<file path="config.mk">
export PLATFORM = sky130hd
export DESIGN_NAME = host_port_flat
export DESIGN_NICKNAME = d
export VERILOG_FILES = /design/src/hw/epu_bus_pkg.sv /design/src/hw/epu_ifs.sv /design/src/hw/host_port.sv /design/src/flat_wrapper.sv
export VERILOG_INCLUDE_DIRS = /design/src /design/src/hw
export SDC_FILE = /design/constraint.sdc
export NUM_CORES = 1
export LEC_CHECK = 0
export ABC_AREA = 1
export ABC_CLOCK_PERIOD_IN_PS = 1750
export BUFFER_PORTS_ARGS = -buffer_cell sky130_fd_sc_hd__buf_2
export CAP_MARGIN = 20
export CORE_UTILIZATION = 35
export DETAILED_ROUTE_END_ITERATION = 8
export SKIP_CTS_REPAIR_TIMING = 1
export SLEW_MARGIN = 20
export SYNTH_ARGS = -nofsm -noshare
export SYNTH_HDL_FRONTEND = slang
export SYNTH_SLANG_ARGS = --single-unit
export TNS_END_PERCENT = 100
</file>
<file path="constraint.sdc">
create_clock -name clk -period 1.75 [get_ports clk]
set_input_delay 0.175 -clock clk [delete_from_list [all_inputs] [get_ports clk]]
set_output_delay 0.175 -clock clk [all_outputs]
set_load 0.03 [all_outputs]
</file>
<file path="src/hw/epu_cfg_macros.svh">
`ifndef EPU_CFG_MACROS_SVH
`define EPU_CFG_MACROS_SVH

// Result buffer geometry, 256 words
`define EPU_BUF_AW 8

// Longest host burst in beats
`define EPU_MAX_BURST 4

// Write request levels on the SRAM port
`define EPU_WRITE_ENB 1'b1
`define EPU_WRITE_DIS 1'b0

`endif
</file>
<file path="src/hw/epu_bus_pkg.sv">
`include "epu_cfg_macros.svh"

package epu_bus_pkg;

  // Byte address as seen by the host
  typedef logic [31:0] host_addr_t;

  typedef logic [31:0] host_data_t;

  // Beats minus one
  typedef logic [$clog2(`EPU_MAX_BURST)-1:0] host_len_t;

  // Address step between beats
  localparam host_addr_t HOST_BEAT_BYTES = 32'd4;

endpackage

</file>
<file path="src/hw/epu_ifs.sv">


interface host_req_if;
  import epu_bus_pkg::*;

  logic       arhns;
  logic       awhns;
  logic       whns;
  logic       rdfin;
  logic       wrfin;
  host_addr_t addr;
  host_data_t wdata;
  logic       rhns;
  // Wrapper takes a pending request out of IDLE
  logic       acc;
  // Wrapper sits in the write beat state
  logic       wgnt;

  modport port (
    output arhns, awhns, whns, rdfin, wrfin, addr, wdata,
    input  rhns, acc, wgnt
  );

  modport wrap (
    input  arhns, awhns, whns, rdfin, wrfin, addr, wdata,
    output rhns, acc, wgnt
  );
endinterface

</file>
<file path="src/hw/host_port.sv">
`timescale 1ns/1ps
`include "epu_cfg_macros.svh"

module host_port (
  input  logic                    clk,
  input  logic                    rst,
  input  logic                    rd_req_i,
  input  logic                    wr_req_i,
  input  epu_bus_pkg::host_addr_t addr_i,
  input  epu_bus_pkg::host_len_t  len_i,
  input  epu_bus_pkg::host_data_t wdata_i,
  input  logic                    wdata_valid_i,
  host_req_if.port                req
);
  import epu_bus_pkg::*;

  logic       ar_pend_q;
  logic       aw_pend_q;
  logic       rd_run_q;
  logic       wr_run_q;
  host_len_t  rd_left_q;
  host_len_t  wr_len_q;
  host_len_t  wr_cnt_q;
  host_len_t  wr_idx_q;
  host_addr_t rd_addr_q;
  host_addr_t wr_addr_q;
  host_data_t wbuf_q [`EPU_MAX_BURST];

  always_ff @(posedge clk, posedge rst) begin
    if (rst) begin
      ar_pend_q <= 1'b0;
      aw_pend_q <= 1'b0;
      rd_run_q  <= 1'b0;
      wr_run_q  <= 1'b0;
      rd_left_q <= '0;
      wr_len_q  <= '0;
      wr_cnt_q  <= '0;
      wr_idx_q  <= '0;
    end else begin
      if (rd_req_i) begin
        ar_pend_q <= 1'b1;
        rd_run_q  <= 1'b0;
        rd_left_q <= len_i;
      end else begin
        // Read wins when both are pending, same as the wrapper
        if (req.acc && ar_pend_q) begin
          ar_pend_q <= 1'b0;
          rd_run_q  <= 1'b1;
        end
        if (req.rhns) begin
          rd_left_q <= rd_left_q - 1'b1;
          if (req.rdfin)
            rd_run_q <= 1'b0;
        end
      end

      if (wr_req_i) begin
        aw_pend_q <= 1'b0;
        wr_run_q  <= 1'b0;
        wr_len_q  <= len_i;
        wr_cnt_q  <= '0;
        wr_idx_q  <= '0;
      end else begin
        // Address phase only once every beat is stored
        if (wdata_valid_i) begin
          wr_cnt_q <= wr_cnt_q + 1'b1;
          if (wr_cnt_q == wr_len_q)
            aw_pend_q <= 1'b1;
        end
        if (req.acc && !ar_pend_q && aw_pend_q) begin
          aw_pend_q <= 1'b0;
          wr_run_q  <= 1'b1;
        end
        if (req.whns) begin
          wr_idx_q <= wr_idx_q + 1'b1;
          if (req.wrfin)
            wr_run_q <= 1'b0;
        end
      end
    end
  end

  always_ff @(posedge clk) begin
    if (wdata_valid_i)
      wbuf_q[wr_cnt_q] <= wdata_i;
    if (rd_req_i)
      rd_addr_q <= addr_i;
    else if (req.rhns)
      rd_addr_q <= rd_addr_q + HOST_BEAT_BYTES;
    if (wr_req_i)
      wr_addr_q <= addr_i;
    else if (req.whns)
      wr_addr_q <= wr_addr_q + HOST_BEAT_BYTES;
  end

  assign req.arhns = ar_pend_q;
  assign req.awhns = aw_pend_q;
  assign req.rdfin = rd_run_q && (rd_left_q == '0);
  assign req.whns  = req.wgnt && wr_run_q;
  assign req.wrfin = wr_run_q && (wr_idx_q == wr_len_q);
  assign req.addr  = req.wgnt ? wr_addr_q : rd_addr_q;
  assign req.wdata = wbuf_q[wr_idx_q];

endmodule

</file>
<file path="src/flat_wrapper.sv">
// flat-port wrapper written by rule: the top's interface ports become plain ports
module host_port_flat import epu_bus_pkg::*;
  (clk, rst, rd_req_i, wr_req_i, addr_i, len_i, wdata_i, wdata_valid_i, req_arhns, req_awhns, req_whns, req_rdfin, req_wrfin, req_addr, req_wdata, req_rhns, req_acc, req_wgnt);
  host_req_if req_i ();
  input  logic clk;
  input  logic rst;
  input  logic rd_req_i;
  input  logic wr_req_i;
  input  epu_bus_pkg::host_addr_t addr_i;
  input  epu_bus_pkg::host_len_t len_i;
  input  epu_bus_pkg::host_data_t wdata_i;
  input  logic wdata_valid_i;
  output wire logic [$bits(req_i.arhns)-1:0] req_arhns;
  output wire logic [$bits(req_i.awhns)-1:0] req_awhns;
  output wire logic [$bits(req_i.whns)-1:0] req_whns;
  output wire logic [$bits(req_i.rdfin)-1:0] req_rdfin;
  output wire logic [$bits(req_i.wrfin)-1:0] req_wrfin;
  output wire logic [$bits(req_i.addr)-1:0] req_addr;
  output wire logic [$bits(req_i.wdata)-1:0] req_wdata;
  input wire logic [$bits(req_i.rhns)-1:0] req_rhns;
  input wire logic [$bits(req_i.acc)-1:0] req_acc;
  input wire logic [$bits(req_i.wgnt)-1:0] req_wgnt;
  assign req_arhns = req_i.arhns;
  assign req_awhns = req_i.awhns;
  assign req_whns = req_i.whns;
  assign req_rdfin = req_i.rdfin;
  assign req_wrfin = req_i.wrfin;
  assign req_addr = req_i.addr;
  assign req_wdata = req_i.wdata;
  assign req_i.rhns = req_rhns;
  assign req_i.acc = req_acc;
  assign req_i.wgnt = req_wgnt;
  host_port u_core (.clk(clk), .rst(rst), .rd_req_i(rd_req_i), .wr_req_i(wr_req_i), .addr_i(addr_i), .len_i(len_i), .wdata_i(wdata_i), .wdata_valid_i(wdata_valid_i), .req(req_i));
endmodule
</file>
---- After elaboration in Yosys (flattened, before gate mapping) ----
Memory sizes are Yosys's and may differ from the RTL's.
Index checks and enable logic that the tools add are counted.
storage, ports and cells
  register bits after elaboration ......... 76
  bits in writable memories ............... 128
  bits of input ports ..................... 74
  memories kept ........................... 1
operators by class
  add/sub/neg operators ................... 5
  equal/unequal tests ..................... 2
  mux-type cells .......................... 27
  reduce and logical (&&, ||, !) cells .... 15
memories
  name           words  width  rd ports  clocked after Yosys merged registers in  wr ports  line             RTL
  u_core.wbuf_q  4      32     1         0                                        1         host_port.sv:27  host_data_t wbuf_q [`EPU_MAX_BURST];
operators with widths
  operator                 number
  $mux W32                 5
  $add A32 B3 Y32 const B  2
  $mux W1                  16
  $mux W2                  6
  $reduce_bool A2 Y1       4
  $logic_and A1 B1 Y1      6
  $reduce_bool A3 Y1       2
  $add A2 B1 Y2 const B    2
  $eq A2 B2 Y1             2
  $logic_not A2 Y1         1
  $reduce_and A2 Y1        1
  $sub A2 B1 Y2 const B    1
  $logic_not A1 Y1         1

---- Logic depth before layout (Yosys ltp) ----
Gate-level depths: netlist of run 1.
  depth after elaboration ................. 7
  gate-level depth with buffers ........... 9
  mapped depth without buffers ............ 9

---- Worst setup path before layout of run 1 ----
Ideal clock, no wire load.
  kind .................................... flip-flop to flip-flop
  from .................................... register u_core.wr_cnt_q[0]
  to ...................................... memory u_core.wbuf_q[2][0] (netlist bit), enable pin
  library setup time ...................... 387 ps
  data arrival time ....................... 1326 ps
  required time ........................... 1363 ps
  setup slack ............................. 38 ps
  cell stages (with the launch flop) ...... 5
  buffers on the path ..................... 0
  cell sequence ........................... dfrtp_1 > inv_1 > ha_1 > nand2_1 > inv_1
RTL lines
  element                 line             RTL
  from (decl)             host_port.sv:23  host_len_t wr_cnt_q;
  from (signal assigned)  host_port.sv:66  wr_cnt_q <= wr_cnt_q + 1'b1;
  to (decl)               host_port.sv:27
Straight into the memory's write port.

---- Final worst setup path of run 1 ----
  from .................................... register u_core.wr_idx_q[0]
  to ...................................... output req_wdata[5]
on the way
  word-level cells in the longest chain between the ends .. 1
ends and longest elaborated chain
  element                 line                RTL
  from (decl)             host_port.sv:24     host_len_t wr_idx_q;
  from (signal assigned)  host_port.sv:75     wr_idx_q <= wr_idx_q + 1'b1;
  $mem_v2 Z4 W32          n/a
  to (decl)               flat_wrapper.sv:19  output wire logic [$bits(req_i.wdata)-1:0] req_wdata;
No other way between the ends.

==> results of run 1 <==
metrics by stage:
stage / std cells / power [µW] / TNS (ns) / util, %
after floorplan: 1065 / 6820 / 0 / -
after global placement: 1570 / 7410 / 0 / 40.6
after detailed placement: 1570 / 7430 / 0 / 40.6
after CTS: 1612 / 12600 / -10.42 / 43.5
after global routing: 1680 / 13100 / -7.92 / 46.8
final: 1680 / 12700 / -5.58 / 46.8
layer usage:
| metal | global-route usage (%) | routed length, µm | part of all wire (%) | vias to the layer above |
|---|---|---|---|---|
| li1 | - | - | - | 4077 |
| met3 | 3.17 | 1380 | 5.0 | 43 |
| met4 | 4.90 | 635 | 2.3 | 0 |
| met5 | 0 | 0 | 0 | - |
| met1 | 23.2 | 12200 | 45 | 3922 |
| met2 | 30.3 | 13200 | 48 | 226 |
synthesized netlist by cell type (3+ instances only):
cell | count | area (µm²)
and2_1 | 6 | 37.5
edfxtp_1 | 192 | 5770
nor2_2 | 14 | 87.6
clkbuf_1 | 30 | 113
nor2_4 | 6 | 67.6
o22ai_1 | 42 | 263
a31oi_1 | 4 | 25.0
buf_2 | 8 | 40.0
mux2_2 | 3 | 33.8
buf_1 | 5 | 18.8
nand2_1 | 269 | 1010
inv_2 | 4 | 15.0
nand3_1 | 71 | 355
o21ai_0 | 130 | 651
inv_1 | 89 | 334
nor2_1 | 131 | 492
nand2_2 | 5 | 31.3
dfrtp_1 | 12 | 300
a21oi_1 | 14 | 70.1
o21ai_1 | 3 | 15.0
o21bai_1 | 6 | 45.0
ha_1 | 7 | 87.6
power by group through the flow:
stage	combinational, µW	sequential (µW)	clock [µW]
floorplan	900	5920	0
global placement	1440	5970	0
detailed placement	1460	5970	0
CTS	1460	5870	5250
global route	1780	5910	5430
finish	1620	5880	5170
worst max-delay path by stage:
| stage | startpoint | to | slack [ns] | depth (start not counted) |
|---|---|---|---|---|
| after floorplan | u_core.wr_cnt_q[0]$_DFFE_PP0N_ | u_core.wbuf_q[2][0]$_DFFE_PP_ | 0.04 | 4 |
| after global placement | u_core.rd_addr_q[2]$_DFFE_PN_ | u_core.rd_addr_q[26]$_DFFE_PN_ | 0.09 | 8 |
| after detailed placement | u_core.rd_addr_q[3]$_DFFE_PN_ | u_core.rd_addr_q[26]$_DFFE_PN_ | 0.05 | 8 |
| after CTS | u_core.wr_idx_q[0]$_DFFE_PP0N_ | req_wdata[19] | -0.38 | 5 |
| after global routing | u_core.wr_idx_q[0]$_DFFE_PP0N_ | req_wdata[2] | -0.31 | 5 |
| final | u_core.wr_idx_q[0]$_DFFE_PP0N_ | req_wdata[5] | -0.23 | 5 |
flip-flops by register name, summed over array words and instances, names as in the netlist:
signal and count:
u_core.wr_run_q 1, u_core.wr_cnt_q 2, u_core.rd_run_q 1, u_core.wr_len_q 2, u_core.rd_addr_q 32, u_core.wr_addr_q 32
u_core.req.arhns 1, u_core.req.awhns 1, u_core.wr_idx_q 2, u_core.wbuf_q 128, u_core.rd_left_q 2
cell type report:
class / instances / area [µm²]
clock inverter: 16 / 214
fill: 2606 / 14800
inverter: 95 / 367
sequential: 204 / 6070
timing repair buffer: 239 / 1910
multi-input combinational: 722 / 3430
tap: 378 / 473
clock buffer: 26 / 587
critical path, stage by stage (launching register included):
cell,delay (ns)
dfrtp_2,0.49
buf_12,0.16
clkbuf_16,0.17
o21ai_0,0.17
o22ai_1,0.09
buf_4,0.17
logic make-up (layout without fill, tap and decap cells):
logic type | count (synthesis) | count (layout)
buf+inv | 139 | 376
mux | 3 | 3
fa+ha+maj | 7 | 7
flops | 204 | 204
compound gates | 202 | 202
simple gates | 507 | 507
xor+xnor | 3 | 3
==> flow_metrics.tcl, run 1 <==
set metrics [dict create \
    grt_max_degree 47 \
    grt.overflow.total 0 \
    rsz0062_at_grt "true" \
    synthArstFlopShare_pct 5.88 \
    end_kind "output pin" \
    power_density_mw_per_mm2 971 \
    dpl-instance-area_mm2 0.0113 \
    ys_types 32 \
    synth_compound_area_share_pct 11.0 \
    drv_cap 0 \
    setup_viol 33 \
    outcome "complete, but fails checks" \
    ys_warn_count 0 \
    power_leakage_uw 0.00530 \
    cp.required_ns 1.57 \
    final_common_cell "nand2_1" \
    hp-class "input port to flop" \
    core_mm2 0.0279 \
    wl_per_cell_um 16.3 \
    worst-r2r-cell-count 8 \
    sw_frac_of_total_pct 25.6 \
    syn_inst 1065 \
    gp_congestion 0.883 \
    cts_root_buf "clkbuf_16" \
    holdCritStartpoint "addr_i[22]" \
    vias_per_cell 4.92 \
    muxShareOfSynthArea_pct 0.340 \
    die_h_um 171 \
    ant_nets 0 \
    vias 8268 \
    r2r_setup_slack_ns 0.12 \
    r2r_end "u_core.wr_addr_q[24]$_DFFE_PN_" \
    drive_gt1_share_pct 20.6 \
    first_pass_iters 5 \
    r2r_start "u_core.wr_addr_q[2]$_DFFE_PN_" \
    fin_skew_ns 0.0109 \
    min_to "u_core.rd_addr_q[22]$_DFFE_PN_" \
    htree_num_levels 1 \
    slew_headroom_pct 68.7 \
    pwr-share-comb_pct 12.8 \
    rows 61 \
    insertedDiodeCount 0 \
    fin_area_mm2 0.0131 \
    p_sw_uw 3250 \
    dp_slack_ns 0.0496 \
    synth-seq-cells 204 \
    cp_data_arrival_time_ns 1.80 \
    io_buffers 142 \
    path_class "flop to output pin" \
    cts.sinks 204 \
    power_frac_seq_pct 46.4 \
    die_area_mm2 0.0291 \
    synth_fa_ha_area_share_pct 0.880 \
    period_share_pct 113 \
    syn_area_mm2 0.00995 \
    start_util_pct 35.7 \
    grt_usage_pct 17.8 \
    worst_pin_slew_ns 0.469 \
    die_width_um 171 \
    clkTransAtPathRegs_ns 0.06 \
    synth_edf_count 192 \
    pwr-share-clk_pct 40.8 \
    pin_count 143 \
    cts_buffer_depth 3 \
    grt_pass1_vias 7576 \
    synth_xor_area_share_pct 0.264 \
    p_int_uw 9430 \
    dp.final_hpwl_mm 17.9 \
    cts_tree "built" \
    drc 0 \
    synth_fp_nets 1146 \
    crit_fanout 12 \
    syn2layout_area_growth_pct 31.2 \
    most-common-layout-cells "nand2_1 (267), edfxtp_1 (192), nor2_1 (123)" \
    antenna_found_initial 0 \
    ir_worst_vdd_v 0.00104 \
    setup_slack_ns -0.226 \
    cts_buffers 23 \
    grt_pass1_wl_mm 40.2 \
    fmax_mhz 506 \
    ys.flop_type "edfxtp_1" \
    synthSimpleGateAreaFrac_pct 21.2 \
    syn_area_per_cell_um2 9.34 \
    hold_ws_ns -0.00914 \
    violations "hold timing, setup timing" \
    whs_path_depth 3 \
    hold_violations 1 \
    clock_latency_ns 0.52 \
    layout_min_cycle_time_ns 1.98 \
    drv_slew 0 \
    wl_mm 27.4 \
    yosysSeqAreaShare_pct 61.0 \
    critPathLaunchType "flop" \
    nets 1366 \
    synth_top_family_by_area "simple AND/OR/NAND/NOR gates" \
    drt_iter0_markers 777 \
]
Power figures use the tool's default switching activity.
==> run 2: changes to the inputs <==
--- a/config.mk
+++ b/config.mk
@@ -12,6 +12,7 @@
 export CAP_MARGIN = 20
 export CORE_UTILIZATION = 35
 export DETAILED_ROUTE_END_ITERATION = 8
+export SETUP_SLACK_MARGIN = 0.02
 export SKIP_CTS_REPAIR_TIMING = 1
 export SLEW_MARGIN = 20
 export SYNTH_ARGS = -nofsm -noshare
==> run 2 against run 1 <==
  * The run still ends with hold timing, setup timing left
  * Routed wire length increased by 0.20%
  * Power increased by 0.11%
  * Combinational power about the same
  * Register-to-register slack about the same
  * Utilization increased by 0.16 points
  * Clock skew about the same
  * First-iteration DRC count increased by 5.7%
  * Flip-flop and latch count unchanged
  * Sequential power about the same
  * Critical path depth unchanged
  * Design area increased by 0.34%
==> flow_metrics.tcl, run 2 (synthesized netlist as in run 1, its figures left out) <==
set metrics [dict create \
    outcome "complete, but fails checks" \
    violations "hold timing, setup timing" \
    power_density_mw_per_mm2 969 \
    insertedDiodeCount 0 \
    power_leakage_uw 0.00532 \
    rsz0062_at_grt "true" \
    slew_headroom_pct 68.6 \
    hold_violations 2 \
    antenna_found_initial 0 \
    io_buffers 142 \
    drive_gt1_share_pct 20.9 \
    period_share_pct 113 \
    first_pass_iters 5 \
    grt_max_degree 47 \
    final_util_pct 47.0 \
    drv_slew 0 \
    fin_cells 1681 \
    vias_per_cell 4.94 \
    hold_ws_ns -0.0138 \
    reg_top3 "u_core.wbuf_q (128), u_core.rd_addr_q (32), u_core.wr_addr_q (32)" \
    clkTransAtPathRegs_ns 0.06 \
    multi_input_area_mm2 0.00347 \
    layout_min_cycle_time_ns 1.98 \
    regMostFlops "u_core.wbuf_q" \
    cts.sinks 204 \
    grt_pass1_wl_mm 40.2 \
    cts_buffer_depth 3 \
    dp.final_hpwl_mm 17.9 \
    setup_slack_ns -0.231 \
    placedCellCount 1570 \
    grt.overflow.total 0 \
    die_area_mm2 0.0291 \
    cp_data_arrival_time_ns 1.81 \
    setup_viol 33 \
    wl_mm 27.4 \
    crit_fanout 28 \
    gp_congestion 0.883 \
    cts_root_buf "clkbuf_16" \
    wl_met1_mm 12.0 \
    hp-class "input port to flop" \
    fin_skew_ns 0.0106 \
    highest_layer "met4" \
    finalSetupTns_ns -5.57 \
    start_util_pct 35.7 \
    grt_pass1_vias 7576 \
    ant_nets 0 \
    wl_met3_mm 1.53 \
    core_mm2 0.0279 \
    pin_count 143 \
    final_common_cell "nand2_1" \
    drc 0 \
    grt_usage_pct 17.8 \
    htree_num_levels 1 \
    fmax_mhz 505 \
    power.total_uw 12700 \
    wl_met2_mm 13.2 \
    critPathLaunchType "flop" \
    die_width_um 171 \
    most-common-layout-cells "nand2_1 (266), edfxtp_1 (192), nor2_1 (122)" \
    largest_reg_flops 128 \
    path_class "flop to output pin" \
    cts_tree "built" \
    die_h_um 171 \
    clock_latency_ns 0.52 \
    seq_area_mm2 0.00607 \
    cp.required_ns 1.57 \
    worst_pin_slew_ns 0.470 \
    end_kind "output pin" \
    drt_iter0_markers 821 \
    drv_cap 0 \
    fillers 2605 \
    vias 8307 \
    syn2layout_area_growth_pct 31.6 \
    cts_buffers 23 \
    ir_worst_vdd_v 0.00104 \
    rows 61 \
    wl_per_cell_um 16.3 \
    nets 1367 \
]
run 2: critical path, cell delays in order (launching register included):
cell,delay [ns]
dfrtp_2,0.49
inv_8,0.13
buf_12,0.18
nor2_1,0.05
o22ai_1,0.21
buf_4,0.20
run 2: final cells by class:
class	instances	area share, %
sequential	204	46.3
multi-input combinational	722	26.5
timing repair buffer	240	14.7
clock buffer	26	4.48
tap	378	3.61
inverter	95	2.80
clock inverter	16	1.63
run 2: worst paths after layout:
kind                                                       from                              end  slack, ns  cells after the start
worst max-delay path             u_core.wr_idx_q[0]$_DFFE_PP0N_                    req_wdata[11]      -0.23                      5
worst min-delay path                                 addr_i[22]   u_core.rd_addr_q[22]$_DFFE_PN_      -0.01                      3
worst max register to register    u_core.wr_addr_q[2]$_DFFE_PN_   u_core.wr_addr_q[24]$_DFFE_PN_       0.12                      8
worst min register to register  u_core.rd_left_q[0]$_DFFE_PP0N_  u_core.rd_left_q[0]$_DFFE_PP0N_       0.50                      1
max in group asynchronous                                   rst   u_core.wr_idx_q[0]$_DFFE_PP0N_       1.18                      3
min in group asynchronous                                   rst     u_core.req.arhns$_DFFE_PP0P_       0.22                      3
run 2: where the power goes:
group	internal, µW	total, µW	switching [µW]
Clock	3160	5170	2010
Combinational	592	1640	1050
Sequential	5680	5880	203
Total	9430	12700	3260
run 2: per-stage QoR:
step | area [µm²] | setup WS [ns] | hold WS [ns]
5_1_grt | 13100 | -0.314 | 0.00360
4_1_cts | 12100 | -0.384 | -0.341
6_report | 13100 | -0.231 | -0.0138
2_1_floorplan | 9950 | 0.0376 | 0.0397
3_5_place_dp | 11300 | 0.0496 | 0.216
3_3_place_gp | 11300 | 0.0890 | 0.213
run 2: layer usage:
layer | GRT usage (%) | vias to the layer above
met5 | 0 | -
met2 | 30.3 | 238
met4 | 4.90 | 0
met3 | 3.17 | 45
li1 | - | 4080
met1 | 23.2 | 3944
==> run 3: changes to the inputs <==
--- a/config.mk
+++ b/config.mk
@@ -14,6 +14,7 @@
 export DETAILED_ROUTE_END_ITERATION = 8
 export SETUP_SLACK_MARGIN = 0.02
 export SKIP_CTS_REPAIR_TIMING = 1
+export SKIP_LAST_GASP = 1
 export SLEW_MARGIN = 20
 export SYNTH_ARGS = -nofsm -noshare
 export SYNTH_HDL_FRONTEND = slang
==> run 3 against run 2 <==
  * The run still ends with hold timing, setup timing left
  * Power hardly changed
  * Combinational power hardly changed
  * Flip-flop and latch count stayed put
  * Clock-buffer cell count stayed put
  * Largest power group unchanged
  * Highest routed layer unchanged
==> flow_metrics.tcl, run 3 (synthesized netlist as in run 1, its figures left out) <==
set metrics [dict create \
    placedCellCount 1570 \
    worst_pin_slew_ns 0.469 \
    power_density_mw_per_mm2 971 \
    grt.overflow.total 0 \
    rows 61 \
    met3_usage_pct 3.17 \
    vias_per_cell 4.94 \
    grt_busiest_layer "met2" \
    power.total_uw 12700 \
    ant_nets 0 \
    outcome "complete, but fails checks" \
    cts_tree "built" \
    crit_family "buffers and inverters" \
    violations "hold timing, setup timing" \
    use_met2_pct 30.3 \
    fmax_mhz 505 \
    gp_congestion 0.883 \
    max_stage_delay_ns 0.49 \
    drive_gt1_share_pct 20.3 \
    nets 1367 \
    cts.sinks 204 \
    final_util_pct 46.9 \
    die_width_um 171 \
    ir_worst_vdd_v 0.00104 \
    io_buffers 142 \
    cts_buffer_depth 3 \
    slew_headroom_pct 68.7 \
    end_kind "output pin" \
    grt_max_degree 47 \
    crit_chain "inv_8, buf_12, nor2_1, o22ai_1, buf_4" \
    die_area_mm2 0.0291 \
    power_leakage_uw 0.00531 \
    hold_violations 1 \
    critPathLaunchType "flop" \
    rsz0062_at_grt "true" \
    fin_cells 1681 \
    wl_mm 27.4 \
    die_h_um 171 \
    dp.final_hpwl_mm 17.9 \
    grt_usage_pct 17.8 \
    grt_pass1_wl_mm 40.2 \
    first_pass_iters 7 \
    drc 0 \
    final_common_cell "nand2_1" \
    hold_ws_ns -0.00823 \
    fin_skew_ns 0.0114 \
    path_buf_inv 3 \
    hp-class "input port to flop" \
    fin_area_mm2 0.0131 \
    layout_min_cycle_time_ns 1.98 \
    start_util_pct 35.7 \
    cp.required_ns 1.57 \
    core_mm2 0.0279 \
    period_share_pct 113 \
    wl_per_cell_um 16.3 \
    finalSetupTns_ns -5.68 \
    drt_iter0_markers 799 \
    path_class "flop to output pin" \
    drv_cap 0 \
    grt_pass1_vias 7576 \
    met1_usage_pct 23.2 \
    cp_slowest_cell "dfrtp_2" \
    insertedDiodeCount 0 \
    syn2layout_area_growth_pct 31.3 \
    vias 8310 \
    pin_count 143 \
    setup_viol 33 \
    reg_top3 "u_core.wbuf_q (128), u_core.rd_addr_q (32), u_core.wr_addr_q (32)" \
    clock_latency_ns 0.52 \
    most-common-layout-cells "nand2_1 (267), edfxtp_1 (192), nor2_1 (125)" \
    cts_buffers 23 \
    antenna_found_initial 0 \
    largest_reg_flops 128 \
    clkTransAtPathRegs_ns 0.06 \
    regMostFlops "u_core.wbuf_q" \
    drv_slew 0 \
    setup_slack_ns -0.230 \
    cts_root_buf "clkbuf_16" \
    cp_data_arrival_time_ns 1.81 \
    htree_num_levels 1 \
    crit_fanout 28 \
    dpl-instance-area_mm2 0.0113 \
]
==> run 3: changes by cell type in the layout (fill, tap and decap cells not counted), moves of 2 or more <==
cell and change:
o21ai_0 +6, nor2_1 +3, nor2_2 -2, o21ai_1 -5
==> run 3: per-layer routing <==
metal	wire length, µm	share of wire, %	vias to the layer above
li1	-	-	4081
met1	12000	44	3929
met2	13200	48	256
met3	1580	5.8	44
met4	629	2.3	0
met5	0	0	-
==> run 3: worst register-to-register path: stages (launching register included) <==
cell,delay (ns)
edfxtp_1,0.41
ha_2,0.21
nand2_2,0.07
nor2_4,0.19
nand2_4,0.12
nor2_4,0.15
nand3_1,0.09
nand3_1,0.09
nand2_1,0.05
==> run 3: path summary, 6_finish.rpt <==
path	start	to	slack, ns	depth (start not counted)
max	u_core.wr_idx_q[0]$_DFFE_PP0N_	req_wdata[11]	-0.23	5
min	addr_i[22]	u_core.rd_addr_q[22]$_DFFE_PN_	-0.008	3
max reg2reg	u_core.wr_addr_q[2]$_DFFE_PN_	u_core.wr_addr_q[28]$_DFFE_PN_	0.12	8
min reg2reg	u_core.rd_left_q[0]$_DFFE_PP0N_	u_core.rd_left_q[0]$_DFFE_PP0N_	0.50	1
max in group asynchronous	rst	u_core.wr_idx_q[0]$_DFFE_PP0N_	1.18	3
min in group asynchronous	rst	u_core.req.arhns$_DFFE_PP0P_	0.22	3
==> run 3: area by class of cell <==
cell class	instances	area (µm²)
fillers	2608	14800
flip-flops and latches	204	6070
multi-input cells	722	3440
repair buffers	240	1920
clock buffers	26	587
well taps	378	473
inverters	95	367
clock inverters	16	214
==> run 3: per-stage QoR <==
step / worst slack [ns] / hold slack, ns
after floorplan: 0.0376 / 0.0397
after global placement: 0.0890 / 0.213
after detailed placement: 0.0496 / 0.216
after CTS: -0.384 / -0.341
after global routing: -0.315 / 0.00360
final: -0.230 / -0.00823
==> run 3: report_power, final <==
part	leakage, µW	switching [µW]	internal [µW]
clock network	0.000395	2010	3160
logic	0.00294	1040	590
registers	0.00198	199	5680
total	0.00531	3250	9430
